===== src/source/fprint_pkg.sv =====
package fprint_pkg;

	// Bus address bits 7..4 hold the physical core id and bits 3..0 the register offset.
	localparam int ADDR_W      = 8;
	localparam int DATA_W      = 32;
	localparam int HALF_W      = 16;
	localparam int CRC_W       = 32;
	localparam int KEY_W       = 4;
	localparam int NUM_TASKS   = 16;
	localparam int NUM_CORES   = 3;
	localparam int RING_ADDR_W = 4;
	localparam int RING_DEPTH  = 2 ** RING_ADDR_W;
	localparam int FIFO_DEPTH  = 4;
	localparam int FIFO_PTR_W  = $clog2(FIFO_DEPTH);

	localparam logic [3:0] CS_OFFSET  = 4'h4;
	localparam logic [3:0] CRC_OFFSET = 4'h8;

	typedef logic [1:0] logical_core_t;

	// A table entry of this value means the physical core takes no part in the task.
	localparam logical_core_t CORE_NONE = 2'd3;

	// State codes of the bus capture FSM.
	localparam int CAP_STATE_W = 2;
	localparam logic [CAP_STATE_W-1:0] CAP_IDLE    = 2'd0;
	localparam logic [CAP_STATE_W-1:0] CAP_PUSH    = 2'd1;
	localparam logic [CAP_STATE_W-1:0] CAP_RELEASE = 2'd2;

	// State codes of the command executor.
	localparam int CTL_STATE_W = 3;
	localparam logic [CTL_STATE_W-1:0] CTL_IDLE    = 3'd0;
	localparam logic [CTL_STATE_W-1:0] CTL_CAT_ACK = 3'd1;
	localparam logic [CTL_STATE_W-1:0] CTL_POP     = 3'd2;
	localparam logic [CTL_STATE_W-1:0] CTL_DECODE  = 3'd3;
	localparam logic [CTL_STATE_W-1:0] CTL_EXEC    = 3'd4;

	// State codes of the vote and result handshake.
	localparam int VOTE_STATE_W = 2;
	localparam logic [VOTE_STATE_W-1:0] VOTE_IDLE  = 2'd0;
	localparam logic [VOTE_STATE_W-1:0] VOTE_REQ   = 2'd1;
	localparam logic [VOTE_STATE_W-1:0] VOTE_ACK   = 2'd2;
	localparam logic [VOTE_STATE_W-1:0] VOTE_CLEAR = 2'd3;

	typedef struct packed {
		logic [15:0]      unused_hi;
		logic [1:0]       pad;
		logic [KEY_W-1:0] phys;
		logic [3:0]       offset;
		logic             unused_lo;
		logic             checkout;
		logic [KEY_W-1:0] task_id;
	} fprint_cs_t;

	typedef struct packed {
		logic [HALF_W-1:0] half;
		logic [1:0]        pad;
		logic [KEY_W-1:0]  phys;
		logic [3:0]        offset;
		logic              upper;
		logic              unused_lo;
		logic [KEY_W-1:0]  task_id;
	} fprint_crc_t;

	// The offset field sits at the same place in both views and selects the one that applies.
	typedef union packed {
		fprint_cs_t  cs;
		fprint_crc_t crc;
	} fprint_entry_u;

endpackage


===== src/source/fprint_store_if.sv =====
`timescale 1ns/100ps

interface fprint_store_if;
	import fprint_pkg::*;

	logic                 store_write;
	logical_core_t        store_core;
	logic                 store_upper;
	logic [HALF_W-1:0]    store_half;
	logic [KEY_W-1:0]     store_task;
	logic [NUM_TASKS-1:0] checkin_done;
	logic                 clear;
	logic [KEY_W-1:0]     clear_task;

	// The executor fills the rings and reports checkins; the vote stage asks for clears.
	modport store (
		output store_write, store_core, store_upper, store_half, store_task, checkin_done,
		input  clear, clear_task
	);

	modport vote (
		input  store_write, store_core, store_upper, store_half, store_task, checkin_done,
		output clear, clear_task
	);

endinterface


===== src/source/fprint_fifo.sv =====
`timescale 1ns/100ps

module fprint_fifo (
	input  logic                      clk,
	input  logic                      reset,
	input  fprint_pkg::fprint_entry_u data_in,
	input  logic                      wr_en,
	input  logic                      rd_en,
	output fprint_pkg::fprint_entry_u data_out,
	output logic                      empty,
	output logic                      full
);
	import fprint_pkg::*;

	fprint_entry_u         mem [FIFO_DEPTH];
	logic [FIFO_PTR_W-1:0] wr_ptr;
	logic [FIFO_PTR_W-1:0] rd_ptr;
	logic [FIFO_PTR_W:0]   count;
	logic                  wr_ok;
	logic                  rd_ok;

	assign wr_ok    = wr_en && !full;
	assign rd_ok    = rd_en && !empty;
	assign empty    = (count == '0);
	assign full     = (count == (FIFO_PTR_W + 1)'(FIFO_DEPTH));
	assign data_out = mem[rd_ptr];

	always_ff @(posedge clk) begin
		if (wr_ok) begin
			mem[wr_ptr] <= data_in;
		end
	end

	// The depth is a power of two, so the pointers wrap on their own.
	always_ff @(posedge clk or posedge reset) begin
		if (reset) begin
			wr_ptr <= '0;
			rd_ptr <= '0;
			count  <= '0;
		end else begin
			if (wr_ok) begin
				wr_ptr <= wr_ptr + 1'b1;
			end
			if (rd_ok) begin
				rd_ptr <= rd_ptr + 1'b1;
			end
			case ({wr_ok, rd_ok})
				2'b10:   count <= count + 1'b1;
				2'b01:   count <= count - 1'b1;
				default: count <= count;
			endcase
		end
	end

endmodule


===== src/source/fprint_capture.sv =====
`timescale 1ns/100ps

module fprint_capture (
	input  logic                            clk,
	input  logic                            reset,
	input  logic [fprint_pkg::ADDR_W-1:0]   address,
	input  logic                            write,
	input  logic [fprint_pkg::DATA_W-1:0]   writedata,
	input  logic                            entry_pop,
	output logic                            waitrequest,
	output logic                            entry_valid,
	output fprint_pkg::fprint_entry_u       entry
);
	import fprint_pkg::*;

	logic [CAP_STATE_W-1:0] state;
	fprint_entry_u          packed_word;
	logic                   push;
	logic                   fifo_empty;
	logic                   fifo_full;

	// Upper data half, pad, full address, then the flag and task bits of the data.
	assign packed_word = {writedata[DATA_W-1:HALF_W], 2'b00, address, writedata[5:0]};

	// The host holds write until it sees waitrequest low, so one push per handshake.
	always_ff @(posedge clk or posedge reset) begin
		if (reset) begin
			state <= CAP_IDLE;
		end else begin
			case (state)
				CAP_IDLE: begin
					if (write && !fifo_full) begin
						state <= CAP_PUSH;
					end
				end
				CAP_PUSH:    state <= CAP_RELEASE;
				CAP_RELEASE: state <= CAP_IDLE;
				default:     state <= CAP_IDLE;
			endcase
		end
	end

	assign push        = (state == CAP_PUSH);
	assign waitrequest = (state != CAP_RELEASE);
	assign entry_valid = !fifo_empty;

	fprint_fifo fifo0 (
		.clk      (clk),
		.reset    (reset),
		.data_in  (packed_word),
		.wr_en    (push),
		.rd_en    (entry_pop),
		.data_out (entry),
		.empty    (fifo_empty),
		.full     (fifo_full)
	);

endmodule


===== src/source/fprint_control.sv =====
`timescale 1ns/100ps

module fprint_control (
	input  logic                          clk,
	input  logic                          reset,
	input  logic                          entry_valid,
	input  fprint_pkg::fprint_entry_u     entry,
	output logic                          entry_pop,
	input  logic                          cat_req,
	input  logic [fprint_pkg::KEY_W-1:0]  cat_task,
	input  logic [fprint_pkg::KEY_W-1:0]  cat_phys,
	input  fprint_pkg::logical_core_t     cat_core,
	output logic                          cat_ack,
	fprint_store_if.store                 store
);
	import fprint_pkg::*;

	logic [CTL_STATE_W-1:0] state;
	logical_core_t          cat_table [NUM_TASKS][NUM_TASKS];
	logic [NUM_TASKS-1:0]   checkout_bits [NUM_CORES];
	logic [NUM_TASKS-1:0]   checkin_bits [NUM_CORES];
	fprint_entry_u          entry_q;
	logical_core_t          core_q;
	logical_core_t          lookup_core;
	logic                   clear_pend;
	logic [KEY_W-1:0]       clear_task_q;
	logic                   is_cs;
	logic                   is_crc;
	logic                   cat_write;
	logic                   serve_clear;
	logic                   core_checked_out;
	logic [NUM_TASKS-1:0]   done_all;
	logic [NUM_TASKS-1:0]   clear_mask;

	assign is_cs       = (entry_q.cs.offset == CS_OFFSET);
	assign is_crc      = (entry_q.crc.offset == CRC_OFFSET);
	assign lookup_core = cat_table[entry_q.cs.task_id][entry_q.cs.phys];
	assign cat_write   = (state == CTL_IDLE) && cat_req;
	assign serve_clear = (state == CTL_IDLE) && !cat_req && clear_pend;

	// Table writes come first, then a waiting clear, then the queue.
	always_ff @(posedge clk or posedge reset) begin
		if (reset) begin
			state <= CTL_IDLE;
		end else begin
			case (state)
				CTL_IDLE: begin
					if (cat_req) begin
						state <= CTL_CAT_ACK;
					end else if (!clear_pend && entry_valid) begin
						state <= CTL_POP;
					end
				end
				CTL_CAT_ACK: begin
					if (!cat_req) begin
						state <= CTL_IDLE;
					end
				end
				CTL_POP: state <= CTL_DECODE;
				CTL_DECODE: begin
					// Unknown offsets and unmapped cores end here.
					if ((is_cs || is_crc) && lookup_core != CORE_NONE) begin
						state <= CTL_EXEC;
					end else begin
						state <= CTL_IDLE;
					end
				end
				default: state <= CTL_IDLE;
			endcase
		end
	end

	assign entry_pop = (state == CTL_POP);
	assign cat_ack   = (state == CTL_CAT_ACK);

	always_ff @(posedge clk or posedge reset) begin
		if (reset) begin
			for (int t = 0; t < NUM_TASKS; t++) begin
				for (int p = 0; p < NUM_TASKS; p++) begin
					cat_table[t][p] <= CORE_NONE;
				end
			end
		end else if (cat_write) begin
			cat_table[cat_task][cat_phys] <= cat_core;
		end
	end

	// The vote stage pulses clear once; it waits here until the executor is idle.
	always_ff @(posedge clk or posedge reset) begin
		if (reset) begin
			clear_pend <= 1'b0;
		end else if (store.clear) begin
			clear_pend <= 1'b1;
		end else if (serve_clear) begin
			clear_pend <= 1'b0;
		end
	end

	always_ff @(posedge clk) begin
		if (store.clear) begin
			clear_task_q <= store.clear_task;
		end
		if (state == CTL_POP) begin
			entry_q <= entry;
		end
		if (state == CTL_DECODE) begin
			core_q <= lookup_core;
		end
	end

	always_ff @(posedge clk or posedge reset) begin
		if (reset) begin
			for (int c = 0; c < NUM_CORES; c++) begin
				checkout_bits[c] <= '0;
				checkin_bits[c]  <= '0;
			end
		end else begin
			for (int c = 0; c < NUM_CORES; c++) begin
				if (serve_clear) begin
					checkout_bits[c][clear_task_q] <= 1'b0;
					checkin_bits[c][clear_task_q]  <= 1'b0;
				end else if (state == CTL_EXEC && is_cs && core_q == logical_core_t'(c)) begin
					if (entry_q.cs.checkout) begin
						checkout_bits[c][entry_q.cs.task_id] <= 1'b1;
					end else if (checkout_bits[c][entry_q.cs.task_id]) begin
						checkin_bits[c][entry_q.cs.task_id] <= 1'b1;
					end
				end
			end
		end
	end

	always_comb begin
		core_checked_out = 1'b0;
		done_all         = '1;
		for (int c = 0; c < NUM_CORES; c++) begin
			if (core_q == logical_core_t'(c)) begin
				core_checked_out = checkout_bits[c][entry_q.crc.task_id];
			end
			done_all &= checkin_bits[c];
		end
	end

	// A task waiting for its clear must not be voted on a second time.
	assign clear_mask = clear_pend ? (NUM_TASKS'(1) << clear_task_q) : '0;

	assign store.checkin_done = done_all & ~clear_mask;
	assign store.store_write  = (state == CTL_EXEC) && is_crc && core_checked_out;
	assign store.store_core   = core_q;
	assign store.store_upper  = entry_q.crc.upper;
	assign store.store_half   = entry_q.crc.half;
	assign store.store_task   = entry_q.crc.task_id;

endmodule


===== src/source/fprint_vote.sv =====
`timescale 1ns/100ps

module fprint_vote (
	input  logic                         clk,
	input  logic                         reset,
	output logic                         result_req,
	output logic [fprint_pkg::KEY_W-1:0] result_task,
	output logic                         result_match,
	input  logic                         result_ack,
	fprint_store_if.vote                 store
);
	import fprint_pkg::*;

	logic [CRC_W-1:0]        ring_crc [NUM_CORES][RING_DEPTH];
	logic [KEY_W-1:0]        ring_task [NUM_CORES][RING_DEPTH];
	logic [HALF_W-1:0]       stage_lo [NUM_CORES];
	logic [RING_ADDR_W-1:0]  head [NUM_CORES];
	logic [RING_ADDR_W-1:0]  tail [NUM_CORES];
	logic [CRC_W-1:0]        crc_out [NUM_CORES];
	logic [KEY_W-1:0]        task_out [NUM_CORES];
	logic [NUM_CORES-1:0]    upper_write;
	logic [VOTE_STATE_W-1:0] state;
	logic                    all_ready;
	logic                    vote_now;
	logic                    fp_equal;
	logic                    task_equal;

	always_comb begin
		all_ready = 1'b1;
		for (int c = 0; c < NUM_CORES; c++) begin
			upper_write[c] = store.store_write && store.store_upper &&
				store.store_core == logical_core_t'(c);
			crc_out[c]  = ring_crc[c][tail[c]];
			task_out[c] = ring_task[c][tail[c]];
			all_ready   = all_ready && (head[c] != tail[c]);
		end
	end

	assign fp_equal   = (crc_out[0] == crc_out[1]) && (crc_out[1] == crc_out[2]);
	assign task_equal = (task_out[0] == task_out[1]) && (task_out[1] == task_out[2]);
	assign vote_now   = (state == VOTE_IDLE) && all_ready && store.checkin_done[task_out[0]];

	// A lower half waits in staging; the upper half completes the ring entry.
	always_ff @(posedge clk) begin
		for (int c = 0; c < NUM_CORES; c++) begin
			if (upper_write[c]) begin
				ring_crc[c][head[c]]  <= {store.store_half, stage_lo[c]};
				ring_task[c][head[c]] <= store.store_task;
			end else if (store.store_write && store.store_core == logical_core_t'(c)) begin
				stage_lo[c] <= store.store_half;
			end
		end
	end

	always_ff @(posedge clk or posedge reset) begin
		if (reset) begin
			for (int c = 0; c < NUM_CORES; c++) begin
				head[c] <= '0;
				tail[c] <= '0;
			end
		end else begin
			for (int c = 0; c < NUM_CORES; c++) begin
				if (upper_write[c]) begin
					head[c] <= head[c] + 1'b1;
				end
				if (state == VOTE_CLEAR) begin
					tail[c] <= tail[c] + 1'b1;
				end
			end
		end
	end

	always_ff @(posedge clk or posedge reset) begin
		if (reset) begin
			state <= VOTE_IDLE;
		end else begin
			case (state)
				VOTE_IDLE: begin
					if (vote_now) begin
						state <= VOTE_REQ;
					end
				end
				VOTE_REQ: begin
					if (result_ack) begin
						state <= VOTE_ACK;
					end
				end
				VOTE_ACK: begin
					if (!result_ack) begin
						state <= VOTE_CLEAR;
					end
				end
				default: state <= VOTE_IDLE;
			endcase
		end
	end

	// The result fields are taken when the vote starts and stay put for the handshake.
	always_ff @(posedge clk) begin
		if (vote_now) begin
			result_task  <= task_out[0];
			result_match <= fp_equal && task_equal;
		end
	end

	assign result_req       = (state == VOTE_REQ);
	assign store.clear      = (state == VOTE_CLEAR);
	assign store.clear_task = result_task;

endmodule


===== src/source/fprint_unit.sv =====
`timescale 1ns/100ps

module fprint_unit (
	input  logic                          clk,
	input  logic                          reset,
	input  logic [fprint_pkg::ADDR_W-1:0] address,
	input  logic                          write,
	input  logic [fprint_pkg::DATA_W-1:0] writedata,
	output logic                          waitrequest,
	input  logic                          cat_req,
	input  logic [fprint_pkg::KEY_W-1:0]  cat_task,
	input  logic [fprint_pkg::KEY_W-1:0]  cat_phys,
	input  fprint_pkg::logical_core_t     cat_core,
	output logic                          cat_ack,
	output logic                          result_req,
	output logic [fprint_pkg::KEY_W-1:0]  result_task,
	output logic                          result_match,
	input  logic                          result_ack
);
	import fprint_pkg::*;

	fprint_entry_u entry;
	logic          entry_valid;
	logic          entry_pop;

	fprint_store_if store_bus ();

	fprint_capture capture0 (
		.clk         (clk),
		.reset       (reset),
		.address     (address),
		.write       (write),
		.writedata   (writedata),
		.entry_pop   (entry_pop),
		.waitrequest (waitrequest),
		.entry_valid (entry_valid),
		.entry       (entry)
	);

	fprint_control control0 (
		.clk         (clk),
		.reset       (reset),
		.entry_valid (entry_valid),
		.entry       (entry),
		.entry_pop   (entry_pop),
		.cat_req     (cat_req),
		.cat_task    (cat_task),
		.cat_phys    (cat_phys),
		.cat_core    (cat_core),
		.cat_ack     (cat_ack),
		.store       (store_bus.store)
	);

	fprint_vote vote0 (
		.clk          (clk),
		.reset        (reset),
		.result_req   (result_req),
		.result_task  (result_task),
		.result_match (result_match),
		.result_ack   (result_ack),
		.store        (store_bus.vote)
	);

endmodule


===== config.mk =====
export PLATFORM = sky130hd
export DESIGN_NAME = fprint_unit
export DESIGN_NICKNAME = d
export VERILOG_FILES = /design/src/source/fprint_pkg.sv /design/src/source/fprint_store_if.sv /design/src/source/fprint_fifo.sv /design/src/source/fprint_capture.sv /design/src/source/fprint_control.sv /design/src/source/fprint_vote.sv /design/src/source/fprint_unit.sv
export SDC_FILE = /design/constraint.sdc
export NUM_CORES = 2
export LEC_CHECK = 0
export BUFFER_PORTS_ARGS = -buffer_cell sky130_fd_sc_hd__buf_2
export CORE_AREA = 2 2 465 513
export CTS_BUF_LIST = sky130_fd_sc_hd__clkbuf_8
export DETAILED_ROUTE_END_ITERATION = 16
export DIE_AREA = 0 0 467 515
export GPL_ROUTABILITY_DRIVEN = 0
export SETUP_SLACK_MARGIN = 0.15
export SLEW_MARGIN = 20
export SYNTH_ARGS = -nofsm -noshare
export SYNTH_HDL_FRONTEND = slang
export SYNTH_HIERARCHICAL = 1
export SYNTH_SLANG_ARGS = --single-unit

===== constraint.sdc =====
create_clock -name clk -period 15.43 [get_ports clk]
set_input_delay 0.7715 -clock clk [delete_from_list [all_inputs] [get_ports clk]]
set_output_delay 0.7715 -clock clk [all_outputs]
set_load 0.05 [all_outputs]

==> results.yml <==
sta:
  tightest_slew_ns: 1.13
  period_share_pct: 41.0
  drv_slew: 0
  fmax_mhz: 158
  finalSetupTns_ns: 0
  setup_ws_ns: 9.10
  period_needed_ns: 6.33
  maxSlewHeadroom_pct: 23.1
  finalHoldViolCount: 0
  finalSetupViolations: 0
  grt_setup_unrepaired: "no"
  skew_ns: 0.120
clock_tree:
  clockBufferDepth: 4
  cts_setup_buffers: 0
  path_clk_slew_ns: 0.06
  cts_buffers: 423
  root_buffer: "clkbuf_8"
  cts_tree: "built"
  clk_latency_ns: 1.15
  cts.sinks: 2584
  ctsHtreeMaxLevel: 5
setup_path:
  critical-path-max-stage-delay_ns: 0.77
  critPathKind: "reg2reg"
  cp_top_family: "simple AND/OR/NAND/NOR gates"
  cpMaxStageDelayCell: "nor3b_1"
  worstSetupEndpointType: "register"
  cp-start-kind: "register"
  worstPathCellList: "buf_8 -> buf_4 -> mux4_2 -> mux4_2 -> nand2_1 -> a21oi_1 -> a31oi_1 -> nor4b_1 -> nand2_1 -> nor3b_1 -> nand2_1 -> nor2_4 -> buf_4"
  crit_arrival_ns: 7.01
  cp_num_buf_inv: 3
  path_max_fanout: 32
  crit_path_frequent_cell: "nand2_1"
  cp_data_required_time_ns: 16.11
synth:
  syn_area_um2: 105000
  syn_area_per_cell_um2: 19.9
  syn-num-nets: 5358
  synth_warnings: 6
  netlist_instances: 5278
drt:
  via_count: 52665
  drc: 0
  routed_wirelength_mm: 260
  firstDrtPassIters: 5
  via_per_inst: 5.81
  ant_nets: 0
  drt_iter0_markers: 4796
  post_drt_wl_per_cell_um: 28.7
finish:
  seq_area_um2: 75000
  layout_commonest_cell: "edfxtp_1"
  area_growth_pct: 11.6
  drive_gt1_share_pct: 42.8
  layout.nets: 5690
  stdcell_count: 9066
  n_fill_cell: 19296
  multi_input_area_um2: 28700
  layout_common_cells: "1,937 x edfxtp_1, 657 x mux4_2, 529 x mux2_2"
global_routing:
  antenna_found_initial: 9
  grt_pass1_wl_mm: 382
  track_usage_pct: 21.7
  overflow: 0
  grt_pass1_vias: 56024
  grt_max_degree: 182
power_and_ir_drop:
  combPwrFrac_pct: 8.9
  p_per_area_nw_per_um2: 126
  power_leakage_uw: 0.0393
  seqPwrFrac_pct: 54.2
  swShare_pct: 25.1
  vdd_drop_max_uv: 103
  clockPowerShare_pct: 37.0
  p_int_uw: 11100
  p_switching_uw: 3710
floorplanning:
  rows: 187
  start_util_pct: 44.7
  io-pin-count: 63
  core_um2: 235000
  fp.dieW_um: 467
  die_height_um: 515
  die_area_um2: 241000
hold_path:
  hold_path_class: "in2async"
outcome:
  status: "completed"
placement:
  post-place-ws_ns: 8.79
  port_buffers: 52
  dp_cells: 8266
  post-dp-hpwl_mm: 142
flow_run:
  drv_cap: 0
==> final timing paths <==
check                                     start                   endpoint  slack, ns  cells past startpoint
min reg2reg                vote0/result_task[3]   control0/clear_task_q[3]       0.44                      0
max reg2reg                 control0/entry_q[0]     vote0/ring_crc[0][649]       9.10                     13
min                                       reset   capture0/fifo0/wr_ptr[1]       0.21                      3
min in group clk                     result_ack             vote0/state[0]       0.31                      4
max                         control0/entry_q[0]     vote0/ring_crc[0][649]       9.10                     13
max in group asynchronous                 reset  control0/checkin_bits[24]      12.66                      6
==> sequential cells by signal, summed over array words and instances (netlist names) <==
signal,count
vote0/state,2
capture0/fifo0/wr_ptr,2
vote0/ring_crc,1536
vote0/stage_lo,48
vote0/ring_task,192
capture0/fifo0/mem,120
control0/entry_q,30
capture0/state,2
vote0/head,12
capture0/fifo0/count,3
vote0/result_task,4
control0/checkin_bits,48
vote0/tail,12
control0/state,3
control0/clear_pend,1
control0/clear_task_q,4
control0/checkout_bits,48
control0/cat_table,512
control0/store.store_core,2
vote0/result_match,1
capture0/fifo0/rd_ptr,2
==> stage by stage <==
| step | utilization (%) | cell area, µm² | total power (µW) | hold WS [ns] |
|---|---|---|---|---|
| 2_1_floorplan | - | 105000 | 8940 | 0.447 |
| 3_3_place_gp | 46.4 | 109000 | 9430 | 0.444 |
| 3_5_place_dp | 46.4 | 109000 | 9470 | 0.445 |
| 4_1_cts | 49.8 | 117000 | 15000 | 0.0839 |
| 5_1_grt | 49.9 | 117000 | 15400 | 0.188 |
| 6_report | 49.9 | 117000 | 14800 | 0.212 |
==> routing by layer <==
metal  global-route usage, %  wire, µm
met3                    3.36     14800
met4                    5.80      5620
met1                    29.8    109000
met5                       0        34
met2                    36.3    130000
==> worst min-delay path, delay by kind of cell <==
family                 cells  cell delay [ns]
buffers and inverters      3             0.94
==> area by class of cell <==
| type | count | share of cell area [%] |
|---|---|---|
| flip-flops and latches | 2584 | 64.0 |
| multi-input cells | 2335 | 24.4 |
| clock buffers | 467 | 5.48 |
| well taps | 3118 | 3.33 |
| repair buffers | 234 | 1.57 |
| clock inverters | 291 | 1.09 |
| inverters | 32 | 0.106 |
| diodes | 5 | 0.0107 |
==> power by group through the flow <==
stage / logic [µW] / registers, µW / clock network (µW)
floorplan: 846 / 8090 / 0
detailed placement: 1300 / 8180 / 0
global route: 1400 / 8040 / 5920
global placement: 1270 / 8170 / 0
CTS: 1310 / 8040 / 5620
finish: 1320 / 8030 / 5470
==> what timing repair did <==
| item | in CTS | in global routing |
|---|---|---|
| hold buffers | 34 | 0 |
| endpoints found under the hold margin | 158 | 0 |
| gates resized for setup | 0 | 0 |
(Power assumes the default switching activity.)
